**src/rv_isa_pkg.sv**
```systemverilog
package rv_isa_pkg;

  // Datapath width
  localparam int xlen = 32;

  typedef logic [4:0]      reg_addr_t;
  typedef logic [xlen-1:0] word_t;

  // Major opcodes kept by this core
  typedef enum logic [6:0] {
    op_lui      = 7'b0110111,
    op_auipc    = 7'b0010111,
    op_jal      = 7'b1101111,
    op_jalr     = 7'b1100111,
    op_branch   = 7'b1100011,
    op_reg_imm  = 7'b0010011,
    op_reg_reg  = 7'b0110011,
    op_misc_mem = 7'b0001111, // FENCE
    op_system   = 7'b1110011  // ECALL and friends
  } opcode_e;

  // funct3 of OP and OP-IMM
  typedef enum logic [2:0] {
    f3_add  = 3'b000, // Also SUB when bit 30 is set (register form only)
    f3_sll  = 3'b001,
    f3_slt  = 3'b010,
    f3_sltu = 3'b011,
    f3_xor  = 3'b100,
    f3_srl  = 3'b101, // Also SRA when bit 30 is set
    f3_or   = 3'b110,
    f3_and  = 3'b111
  } funct3_alu_e;

  // funct3 of the conditional branches
  typedef enum logic [2:0] {
    beq  = 3'b000,
    bne  = 3'b001,
    blt  = 3'b100,
    bge  = 3'b101,
    bltu = 3'b110,
    bgeu = 3'b111
  } funct3_branch_e;

  // R-type field layout, MSB first
  typedef struct packed {
    logic [6:0] funct7;
    reg_addr_t  rs2;
    reg_addr_t  rs1;
    logic [2:0] funct3;
    reg_addr_t  rd;
    logic [6:0] opcode;
  } insn_fields_t;

endpackage

```
**src/core_pkg.sv**
```systemverilog
package core_pkg;

  // Operations the ALU knows about
  typedef enum logic [3:0] {
    alu_add,
    alu_sub,
    alu_sll,
    alu_slt,
    alu_sltu,
    alu_xor,
    alu_srl,
    alu_sra,
    alu_or,
    alu_and,
    alu_pass_b,    // LUI
    alu_pc_plus_b, // AUIPC
    alu_pc_plus_4  // Link value of JAL and JALR
  } alu_op_e;

  // Decoded control word for one instruction
  typedef struct packed {
    alu_op_e                    alu_op;
    logic                       use_imm;  // Operand b is the immediate
    rv_isa_pkg::word_t          imm;
    logic                       rf_we;
    rv_isa_pkg::reg_addr_t      rd;
    logic                       is_branch;
    rv_isa_pkg::funct3_branch_e branch_cond;
    logic                       is_jal;
    logic                       is_jalr;
    logic                       is_halt;  // ECALL
  } ctrl_t;

  // One retired instruction as seen from outside
  typedef struct packed {
    logic                  valid;
    rv_isa_pkg::word_t     pc;
    rv_isa_pkg::word_t     insn;
    logic                  rf_we;
    rv_isa_pkg::reg_addr_t rd;
    rv_isa_pkg::word_t     wdata;
    rv_isa_pkg::word_t     next_pc;
  } retire_t;

endpackage

```
**src/pc_unit.sv**
```systemverilog
`timescale 1ns/10ps

module pc_unit #(
  parameter rv_isa_pkg::word_t reset_pc = '0
) (
  input  logic              clk,
  input  logic              rst,
  input  logic              run,
  input  core_pkg::ctrl_t   ctrl,
  input  rv_isa_pkg::word_t rs1_data,
  input  rv_isa_pkg::word_t rs2_data,
  output rv_isa_pkg::word_t pc,
  output rv_isa_pkg::word_t next_pc,
  output logic              commit,
  output logic              halt
);
  import rv_isa_pkg::*;

  logic  cond_true;
  logic  taken;
  word_t pc_plus_4;
  word_t rel_target;
  word_t jalr_target;

  // Branch comparison on the raw register values
  always_comb begin
    case (ctrl.branch_cond)
      beq:     cond_true = (rs1_data == rs2_data);
      bne:     cond_true = (rs1_data != rs2_data);
      blt:     cond_true = $signed(rs1_data) < $signed(rs2_data);
      bge:     cond_true = $signed(rs1_data) >= $signed(rs2_data);
      bltu:    cond_true = rs1_data < rs2_data;
      bgeu:    cond_true = rs1_data >= rs2_data;
      default: cond_true = 1'b0; // Reserved funct3 never branches
    endcase
  end

  assign taken       = (ctrl.is_branch && cond_true) || ctrl.is_jal;
  assign pc_plus_4   = pc + 32'd4;
  assign rel_target  = pc + ctrl.imm;
  assign jalr_target = (rs1_data + ctrl.imm) & ~word_t'(1);

  always_comb begin
    if (ctrl.is_jalr) begin
      next_pc = jalr_target;
    end else if (taken) begin
      next_pc = rel_target;
    end else begin
      next_pc = pc_plus_4;
    end
  end

  assign commit = run && !halt;

  always_ff @(posedge clk) begin
    if (rst) begin
      pc   <= reset_pc;
      halt <= 1'b0;
    end else if (commit) begin
      pc <= next_pc;
      if (ctrl.is_halt) begin
        halt <= 1'b1; // Sticky until reset
      end
    end
  end

endmodule

```
**config.mk**
```make
export PLATFORM = sky130hd
export DESIGN_NAME = pc_unit
export DESIGN_NICKNAME = d
export VERILOG_FILES = /design/src/rv_isa_pkg.sv /design/src/core_pkg.sv /design/src/pc_unit.sv
export SDC_FILE = /design/constraint.sdc
export NUM_CORES = 1
export LEC_CHECK = 0
export BUFFER_PORTS_ARGS = -buffer_cell sky130_fd_sc_hd__buf_2
export CORE_MARGIN = 10
export CORE_UTILIZATION = 51
export DETAILED_ROUTE_END_ITERATION = 16
export PLACE_DENSITY = 0.79
export SLEW_MARGIN = 15
export SYNTH_ARGS = -nofsm -noshare
export SYNTH_HDL_FRONTEND = slang
export SYNTH_SLANG_ARGS = --single-unit
```
**constraint.sdc**
```tcl
create_clock -name clk -period 5.7 [get_ports clk]
set_input_delay 1.14 -clock clk [delete_from_list [all_inputs] [get_ports clk]]
set_output_delay 1.14 -clock clk [all_outputs]
set_load 0.1 [all_outputs]
```
==> reports/qor.csv, run 1 <==
metric;value;unit
outcome;finished, final reports clean;
part_of_the_power_in_the_clock_network;17.1;%
path_common_cell;sky130_fd_sc_hd__nand2_1;
highest_count_cells_in_the_layout_ignoring_fill_and_taps;sky130_fd_sc_hd__buf_2 (139), sky130_fd_sc_hd__ha_1 (94), sky130_fd_sc_hd__a21oi_1 (85), sky130_fd_sc_hd__nand2_1 (81), sky130_fd_sc_hd__nor2_1 (75);
drtAntennaViolNets;0;
setup.worst_path.end_class;primary output;
number_of_gates_resized_after_cts;0;
post_route_clock_period_utilization;97.5;%
combined_area_of_all_synthesized_cells;6530;um^2
tightestPinTransition;1.25;ns
drtIter0Drc;757;
fp.dieH;133;um
global_route.usage.total;25.8;%
post_cts_hold_buffer_count;0;
final_max_slew_viol_count;0;
max_stage_delay;0.62;ns
flow.area_growth_from_synthesis;28.2;%
max-slew-margin-rel;16.4;%
detail_route.wl_per_cell;18.9;um
cp_data_required_time;4.56;ns
clock_sinks;33;
synth-edff-count;0;
critPathKind;primary input to primary output;
tritoncts.num_buffers;5;
worstPathCellList;buf_2, ha_1, nand2_1, or4_4, or3_1, nand2_1, and4b_4, a2111oi_4, nor2_2, buf_4, a211o_1, nand2_1, buf_12;
syn_nets;1134;
drt_pass1_iterations;8;
num_antenna_cells;0;
placementRows;41;
routed_via_density;6.13;
grt_pass1_wl;38400;um
dieWidth;133;um
post_cts.repair.setup_buffers;0;
synth_largest_area_cell;sky130_fd_sc_hd__ha_1;
regToRegEndpoint;pc[30];
drt_drc_violations_left;0;
synth_async_sr_flop_share;0;%
switchingPower;1.16;mW
power.switching_fraction;53.3;%
hpwl;19200;um
core-area;12600;um^2
ys_seq_elements;33;
clk_root_buffer_cell;sky130_fd_sc_hd__clkbuf_16;
finClkSkew;0.00243;ns
timing.critical_path.slowest_stage_cell;sky130_fd_sc_hd__or4_4;
grt_pass1_vias;7649;
rrSetupSlack;2.38;ns
whs_path_depth;2;
ys.warnings.count;0;
port-buffer-count;171;
layout-drive-gt1-share;20.1;%
worst-endpoint-arrival;4.42;ns
tritoncts;yes;
top_cells_by_area_in_the_synthesized_netlist;sky130_fd_sc_hd__ha_1 (18%), sky130_fd_sc_hd__dfxtp_1 (10%), sky130_fd_sc_hd__a21oi_1 (6.7%);
post-route-worst-setup-slack;0.143;ns
synthCells;921;
final_period_minus_worst_setup_slack;5.56;ns
holdCritPathClass;register to register;
cts_buffer_depth;2;
cell_internal_pwr;1.01;mW
pwr_density_cell;259;nW/um^2
place_congestion;1.00;
preCtsSetupSlack;0.106;ns
grt_antenna_before_repair;0;
yosysUniqueCellTypes;71;
layout.nets;1304;
synth.avg_cell_area;7.09;um^2
clock_tree.htree_level_count;2;
hold-path-endpoint;halt;
min_from;halt;
num_vias;7750;
grt-ovfl-total;0;
worstSkewPairLatency;0.29;ns
rsz0062_at_grt;false;
seq_power_share;13.5;%
ff2ff_path_depth;11;
timing.critical_path.from_type;primary input;
final_common_cell;sky130_fd_sc_hd__buf_2;
power.combinational.fraction;69.5;%
worstPathMaxFanout;11;
cap_violations;0;
postRouteWirelength;23900;um
worstReg2RegStart;pc[9];
synth.yosys.seq_area_share;10.1;%
path_clk_slew;0.06;ns
start_util;51.9;%
synth_ff_type;sky130_fd_sc_hd__dfxtp_1;
finalHoldViolCount;0;
grt_start_max_net_pins;59;
setup_viol;0;
max-vdd-ir-drop;0.000149;V
setup_tns;0;ns
leakagePower;3.98;nW
maxClockFrequency;180;MHz
boundaryPins;183;
design.die.area;17700;um^2
post-synth-top-area-fraction;18.0;%
startpoint_of_the_worst_setup_timing_path;rs1_data[31];
[flip-flops by register name, indices dropped and copies added, names as in the netlist]
register	cells
pc	32
halt	1
[cell type report]
cell class | instances | area (um^2)
tap | 172 | 215
multi-input combinational | 803 | 5550
clock inverter | 3 | 65.1
sequential | 33 | 661
fill | 1101 | 4200
inverter | 54 | 203
clock buffer | 5 | 125
timing repair buffer | 194 | 1550
[routing by layer]
layer / vias to the layer above / GRT usage (%) / share of wire (%)
li1: 3774 / - / -
met1: 3506 / 31.9 / 41
met2: 417 / 43.1 / 46
met3: 53 / 4.89 / 10
met4: 0 / 10.6 / 3.4
met5: - / 0 / 0
[critical path, delay by kind of cell]
family	cells	cell delay [ns]
and+or+nand+nor	7	1.69
AOI/OAI and AO/OA	2	0.71
buffers and inverters	3	0.53
adders and majority gates	1	0.34
[kinds of logic (layout without fill, tap and decap cells)]
kind of cell / Yosys count / after routing / share of synthesized area, %
simple gates: 316 / 316 / 23.7
compound gates: 314 / 314 / 31.9
fa+ha+maj: 96 / 96 / 18.6
buf+inv: 85 / 256 / 5.27
xor+xnor: 74 / 74 / 9.93
flops: 33 / 33 / 10.1
mux: 3 / 3 / 0.479
[worst max-delay path by stage]
stage	to	slack [ns]	cells after the start
floorplan	next_pc[13]	0.08	10
global placement	next_pc[20]	0.13	13
detailed placement	next_pc[20]	0.11	13
CTS	next_pc[20]	0.08	13
global route	next_pc[20]	0.02	14
finish	next_pc[20]	0.14	13
[Yosys cell counts (4+ instances only)]
cell and count:
sky130_fd_sc_hd__nor2b_1 10, sky130_fd_sc_hd__xor2_1 33, sky130_fd_sc_hd__o21ai_0 53, sky130_fd_sc_hd__nand3_1 42, sky130_fd_sc_hd__o211ai_1 11, sky130_fd_sc_hd__o21ai_1 6
sky130_fd_sc_hd__nor3_1 28, sky130_fd_sc_hd__nand4_1 15, sky130_fd_sc_hd__o31a_1 16, sky130_fd_sc_hd__a21o_1 34, sky130_fd_sc_hd__nor3b_1 4, sky130_fd_sc_hd__a21oi_1 87
sky130_fd_sc_hd__a31o_2 4, sky130_fd_sc_hd__or3_1 8, sky130_fd_sc_hd__ha_1 94, sky130_fd_sc_hd__and4_1 6, sky130_fd_sc_hd__o21bai_1 4, sky130_fd_sc_hd__nand2b_1 9
sky130_fd_sc_hd__o31ai_1 9, sky130_fd_sc_hd__a31oi_1 15, sky130_fd_sc_hd__a211oi_1 13, sky130_fd_sc_hd__nor4_1 7, sky130_fd_sc_hd__dfxtp_1 33, sky130_fd_sc_hd__o41ai_1 5
sky130_fd_sc_hd__and3_1 16, sky130_fd_sc_hd__clkbuf_1 23, sky130_fd_sc_hd__xnor2_1 41, sky130_fd_sc_hd__o21a_1 20, sky130_fd_sc_hd__nand2_1 81, sky130_fd_sc_hd__inv_1 54
sky130_fd_sc_hd__nor2_1 75
[power by group through the flow]
stage                     Combinational (mW)  Clock [mW]  Sequential, mW
after floorplan                        0.883           0           0.456
after global placement                  1.47           0           0.295
after detailed placement                1.49           0           0.295
after CTS                               1.50       0.369           0.290
after global routing                    1.60       0.377           0.295
final                                   1.51       0.371           0.292
[metrics by stage]
stage               cells  area (um^2)  hold slack (ns)  power, mW  util, %
floorplan             921         6550            0.925       1.34        -
global placement     1256         8180            0.459       1.77     65.1
detailed placement   1256         8180            0.477       1.78     65.1
CTS                  1264         8370            0.491       2.16     66.6
global route         1264         8370            0.564       2.27     66.6
finish               1264         8370            0.489       2.17     66.6
No activity file was read; power rests on OpenSTA's default activity.
==> inputs of run 2 (changes only) <==
PLACE_DENSITY = 0.81   (was 0.79)
==> run 2 against run 1 <==
Net effect: routed wire length grew 0.17%; clock power shrank 25%; power shrank 4.8%; global-route usage shrank 0.22 points; setup slack lost 0.0070 ns.
==> reports/qor.csv, run 2 (synthesis results as in run 1) <==
metric;value;unit;change
drt_pass1_iterations;6;;was 8
global_route.usage.total;25.6;%;was 25.8%
max-slew-margin-rel;20.0;%;was 16.4%
grt_start_max_net_pins;59;;unchanged
drt_drc_violations_left;0;;unchanged
max-vdd-ir-drop;0.000142;V;was 0.000149 V
grt_antenna_before_repair;0;;unchanged
layout-drive-gt1-share;20.0;%;was 20.1%
tritoncts.num_buffers;5;;unchanged
dieWidth;133;um;unchanged
routed_via_density;6.23;;was 6.13
hpwl;19100;um;was 19200 um
finClkSkew;0.00695;ns;was 0.00243 ns
flow.area_growth_from_synthesis;26.7;%;was 28.2%
boundaryPins;183;;unchanged
setup_viol;0;;unchanged
critPathKind;primary input to primary output;;unchanged
port-buffer-count;171;;unchanged
clock_sinks;33;;unchanged
final_period_minus_worst_setup_slack;5.56;ns;about the same
worstPathMaxFanout;13;;was 11
detail_route.wl_per_cell;19.0;um;was 18.9 um
clk_root_buffer_cell;sky130_fd_sc_hd__clkbuf_16;;unchanged
final_max_slew_viol_count;0;;unchanged
leakagePower;3.93;nW;was 3.98 nW
rsz0062_at_grt;false;;unchanged
worstSkewPairLatency;0.28;ns;was 0.29 ns
timing.critical_path.from_type;primary input;;unchanged
num_antenna_cells;0;;unchanged
placement.cell_area;8120;um^2;was 8180 um^2
core-area;12600;um^2;unchanged
post_route_clock_period_utilization;97.6;%;was 97.5%
layout.nets;1303;;was 1304
grt-ovfl-total;0;;unchanged
grt_pass1_wl;38000;um;was 38400 um
final_common_cell;sky130_fd_sc_hd__buf_2;;unchanged
path_common_cell;sky130_fd_sc_hd__nand2_1;;unchanged
cap_violations;0;;unchanged
holdCritPathClass;register to register;;unchanged
timing.critical_path.slowest_stage_cell;sky130_fd_sc_hd__or4_4;;unchanged
finalHoldViolCount;0;;unchanged
setup.worst_path.end_class;primary output;;unchanged
tightestPinTransition;1.19;ns;was 1.25 ns
clock_tree.htree_level_count;2;;unchanged
reg.largest.list;pc (32), halt (1);;unchanged
place_congestion;0.986;;was 1.00
max_stage_delay;0.62;ns;about the same
cp_data_required_time;4.56;ns;about the same
drtAntennaViolNets;0;;unchanged
setup_tns;0;ns;unchanged
worstPathCellList;buf_2, ha_1, nand2_1, or4_4, or3_1, nand2_1, and4b_4, a2111oi_4, buf_4, nor3_1, o31a_1, buf_12;;was buf_2, ha_1, nand2_1, or4_4, or3_1, nand2_1, and4b_4, a2111oi_4, nor2_2, buf_4, a211o_1, nand2_1, buf_12
path_clk_slew;0.06;ns;about the same
placementRows;41;;unchanged
outcome;finished, final reports clean;;unchanged
fp.dieH;133;um;unchanged
num_vias;7866;;was 7750
highest_count_cells_in_the_layout_ignoring_fill_and_taps;sky130_fd_sc_hd__buf_2 (140), sky130_fd_sc_hd__ha_1 (94), sky130_fd_sc_hd__a21oi_1 (85), sky130_fd_sc_hd__nand2_1 (81), sky130_fd_sc_hd__nor2_1 (75);;was sky130_fd_sc_hd__buf_2 (139), sky130_fd_sc_hd__ha_1 (94), sky130_fd_sc_hd__a21oi_1 (85), sky130_fd_sc_hd__nand2_1 (81), sky130_fd_sc_hd__nor2_1 (75)
design.die.area;17700;um^2;unchanged
postRouteWirelength;24000;um;was 23900 um
pwr_density_cell;250;nW/um^2;was 259 nW/um^2
start_util;51.9;%;unchanged
cts_buffer_depth;2;;unchanged
fillerInstances;1130;;was 1101
post-route-worst-setup-slack;0.136;ns;was 0.143 ns
maxClockFrequency;180;MHz;about the same
tritoncts;yes;;unchanged
preCtsSetupSlack;0.0793;ns;was 0.106 ns
worst-endpoint-arrival;4.42;ns;about the same
drtIter0Drc;845;;was 757
post-route-cell-area;8270;um^2;was 8370 um^2
grt_pass1_vias;7569;;was 7649
largest_reg_flops;32;;unchanged
regMostFlops;pc;;unchanged
[run 2: final timing paths]
check	start	end	slack, ns	depth (start not counted)
setup / recovery	rs1_data[31]	next_pc[6]	0.14	12
hold / removal	halt	halt	0.48	2
setup reg to reg	pc[12]	pc[25]	2.27	12
hold reg to reg	halt	halt	0.48	2
[run 2: power by group]
part           leakage (nW)  internal (mW)  switching, mW
Combinational          3.59          0.499          0.995
Sequential            0.273          0.254         0.0405
Clock                0.0706          0.161          0.116
Total                  3.93          0.915           1.15
[run 2: critical path: cells and delay by family]
family | cells | cell delay [ns]
AOI/OAI and AO/OA | 2 | 0.75
adders and majority gates | 1 | 0.34
buffers and inverters | 3 | 0.61
and+or+nand+nor | 6 | 1.57
[run 2: layout make-up]
cell class | instances | area (um^2) | share of cell area, %
clock buffers | 6 | 129 | 1.56
clock inverters | 2 | 10.0 | 0.121
inverters | 54 | 203 | 2.45
multi-input cells | 803 | 5560 | 67.3
flip-flops and latches | 33 | 661 | 7.99
well taps | 172 | 215 | 2.60
repair buffers | 193 | 1490 | 18.0
[run 2: through the flow]
stage | utilization (%) | std cells | hold WS [ns] | power, mW
after floorplan | - | 921 | 0.925 | 1.34
after global placement | 64.6 | 1255 | 0.459 | 1.76
after detailed placement | 64.6 | 1255 | 0.469 | 1.77
after CTS | 65.7 | 1263 | 0.481 | 2.05
after global routing | 65.8 | 1263 | 0.548 | 2.16
final | 65.8 | 1263 | 0.478 | 2.07
[run 2: repair_timing]
item                                    CTS  global route
buffers inserted                          0             0
resized for setup                         0             2
hold buffers                              0             0
endpoints found under the setup margin    0            14
[run 2: layer usage]
layer	up-vias	global-route usage, %	wire length (um)
met5	-	0	0
met4	0	8.83	743
met3	71	7.11	2580
met2	425	42.3	11000
met1	3601	31.2	9690
li1	3769	-	-
==> inputs of run 3 (changes only) <==
clock period = 5.65 ns   (was 5.7 ns; I/O delays follow)
==> run 3 against run 2 <==
Net effect: non-clock buffer count increased by 4; routed wire length decreased by 0.86%; worst hold slack improved by 0.0045 ns; power decreased by 1.3%; register-to-register slack improved by 0.14 ns; global-route usage decreased by 0.24 points; via count decreased by 0.90%; critical path type unchanged; sequential share of layout area increased by 0.12 points; largest power group unchanged.
==> reports/qor.csv, run 3 (synthesis results as in run 1) <==
metric;value;unit;change
final_common_cell;sky130_fd_sc_hd__buf_2;;unchanged
cap_violations;0;;unchanged
tritoncts.num_buffers;5;;unchanged
post_cts_hold_buffer_count;0;;unchanged
tritoncts;yes;;unchanged
grt_pass1_vias;7446;;was 7569
path_clk_slew;0.06;ns;about the same
power.switching_fraction;56.6;%;was 55.7%
reg.largest.list;pc (32), halt (1);;unchanged
setup_viol;0;;unchanged
postRouteWirelength;23800;um;was 24000 um
hpwl;19000;um;was 19100 um
drt_pass1_iterations;6;;unchanged
setup_tns;0;ns;unchanged
highest_count_cells_in_the_layout_ignoring_fill_and_taps;sky130_fd_sc_hd__buf_2 (148), sky130_fd_sc_hd__ha_1 (94), sky130_fd_sc_hd__a21oi_1 (85), sky130_fd_sc_hd__nand2_1 (81), sky130_fd_sc_hd__nor2_1 (75);;was sky130_fd_sc_hd__buf_2 (140), sky130_fd_sc_hd__ha_1 (94), sky130_fd_sc_hd__a21oi_1 (85), sky130_fd_sc_hd__nand2_1 (81), sky130_fd_sc_hd__nor2_1 (75)
whs_path_depth;2;;unchanged
start_util;51.9;%;unchanged
grt_antenna_before_repair;0;;unchanged
final_period_minus_worst_setup_slack;5.59;ns;
cell_internal_pwr;0.884;mW;was 0.915 mW
layout-drive-gt1-share;20.4;%;was 20.0%
clk_root_buffer_cell;sky130_fd_sc_hd__clkbuf_16;;unchanged
detail_route.wl_per_cell;18.8;um;was 19.0 um
layout.nets;1307;;was 1303
pwr_density_cell;250;nW/um^2;about the same
outcome;finished, final reports clean;;unchanged
boundaryPins;183;;unchanged
port-buffer-count;171;;unchanged
global_route.usage.total;25.4;%;was 25.6%
critPathKind;primary input to primary output;;unchanged
ff2ff_path_depth;12;;unchanged
min_from;halt;;unchanged
max-vdd-ir-drop;0.000143;V;was 0.000142 V
timing.critical_path.from_type;primary input;;unchanged
worstSkewPairLatency;0.29;ns;was 0.28 ns
dieWidth;133;um;unchanged
num_antenna_cells;0;;unchanged
finalHoldViolCount;0;;unchanged
setup.worst_path.end_class;primary output;;unchanged
clock_tree.htree_level_count;2;;unchanged
worstPathMaxFanout;12;;was 13
grt-ovfl-total;0;;unchanged
tightestPinTransition;1.18;ns;was 1.19 ns
core-area;12600;um^2;unchanged
cts_buffer_depth;2;;unchanged
design.die.area;17700;um^2;unchanged
cp_data_required_time;4.52;ns;was 4.56 ns
leakagePower;3.89;nW;was 3.93 nW
drtIter0Drc;821;;was 845
routed_via_density;6.15;;was 6.23
grt_start_max_net_pins;59;;unchanged
drt_drc_violations_left;0;;unchanged
num_vias;7795;;was 7866
largest_reg_flops;32;;unchanged
holdCritPathClass;register to register;;unchanged
regMostFlops;pc;;unchanged
place_congestion;0.969;;was 0.986
part_of_the_power_in_the_clock_network;13.9;%;was 13.4%
startpoint_of_the_worst_setup_timing_path;rs1_data[31];;unchanged
worst-endpoint-arrival;4.46;ns;was 4.42 ns
flow.area_growth_from_synthesis;24.8;%;was 26.7%
seq_power_share;14.5;%;was 14.3%
clock_sinks;33;;unchanged
max-slew-margin-rel;21.1;%;was 20.0%
post_route_clock_period_utilization;98.9;%;
power.combinational.fraction;71.6;%;was 72.3%
grt_pass1_wl;37600;um;was 38000 um
rsz0062_at_grt;false;;unchanged
finClkSkew;0.00561;ns;was 0.00695 ns
worstReg2RegStart;pc[9];;was pc[12]
maxClockFrequency;179;MHz;
final_max_slew_viol_count;0;;unchanged
hold-path-endpoint;halt;;unchanged
drtAntennaViolNets;0;;unchanged
placementRows;41;;unchanged
rrSetupSlack;2.41;ns;was 2.27 ns
switchingPower;1.15;mW;about the same
regToRegEndpoint;pc[25];;unchanged
fp.dieH;133;um;unchanged
p_total;2.04;mW;was 2.07 mW
## run 3: cell count changes in the layout (fill, tap and decap cells not counted)
cell                         change
sky130_fd_sc_hd__buf_12         -10
sky130_fd_sc_hd__clkbuf_1        -1
sky130_fd_sc_hd__a311oi_4        -1
sky130_fd_sc_hd__o21ai_1         +1
sky130_fd_sc_hd__o21ai_0         -1
sky130_fd_sc_hd__clkinvlp_4      +1
sky130_fd_sc_hd__buf_2           +8
sky130_fd_sc_hd__clkbuf_4        +2
sky130_fd_sc_hd__buf_4           +4
sky130_fd_sc_hd__a311oi_2        +1
## run 3: worst max path at each step
stage	endpoint	cells past startpoint	slack (ns)
detailed placement	next_pc[7]	12	0.13
global placement	next_pc[6]	12	0.16
floorplan	next_pc[13]	10	0.05
CTS	next_pc[7]	12	0.11
finish	next_pc[7]	12	0.06
global route	next_pc[22]	15	0.003
## run 3: routing by layer
| layer | up-vias | part of all wire [%] | global-route usage [%] |
|---|---|---|---|
| met5 | - | 0 | 0 |
| met4 | 0 | 3.3 | 9.43 |
| met3 | 57 | 9.9 | 5.56 |
| met2 | 386 | 46 | 41.8 |
| met1 | 3576 | 41 | 31.6 |
| li1 | 3776 | - | - |
## run 3: power groups by stage
stage	Clock (mW)	Sequential [mW]	Combinational [mW]
4_1_cts	0.281	0.293	1.45
2_1_floorplan	0	0.460	0.891
3_3_place_gp	0	0.297	1.43
3_5_place_dp	0	0.299	1.44
5_1_grt	0.293	0.299	1.55
6_report	0.284	0.295	1.46
## run 3: cell type report
cell class | instances | area [um^2]
Tap cell | 172 | 215
Timing Repair Buffer | 197 | 1380
Sequential cell | 33 | 661
Multi-Input combinational cell | 803 | 5550
Inverter | 54 | 203
Clock buffer | 5 | 125
Fill cell | 1153 | 4420
Clock inverter | 3 | 17.5
## run 3: timing repair
action / in CTS / in global routing
gates resized for setup: 0 / 4
setup buffers: 0 / 0
setup endpoints to repair: 0 / 3
## run 3: per-stage QoR
step	cells	util [%]	cell area, um^2	hold WS [ns]	setup WS [ns]
finish	1267	64.8	8150	0.483	0.0613
global route	1267	64.8	8150	0.543	0.00266
CTS	1267	64.8	8140	0.488	0.108
detailed placement	1259	63.6	8000	0.472	0.131
global placement	1259	63.6	8000	0.458	0.163
floorplan	921	-	6550	0.925	0.0490
## run 3: critical path, cell delays in order
cell	delay, ns
sky130_fd_sc_hd__buf_2	0.11
sky130_fd_sc_hd__ha_1	0.30
sky130_fd_sc_hd__nand2_1	0.13
sky130_fd_sc_hd__or4_4	0.63
sky130_fd_sc_hd__or3_1	0.40
sky130_fd_sc_hd__nand2_1	0.10
sky130_fd_sc_hd__and4b_4	0.21
sky130_fd_sc_hd__a2111o_1	0.39
sky130_fd_sc_hd__buf_4	0.21
sky130_fd_sc_hd__a21oi_1	0.18
sky130_fd_sc_hd__o31a_1	0.20
sky130_fd_sc_hd__buf_2	0.45
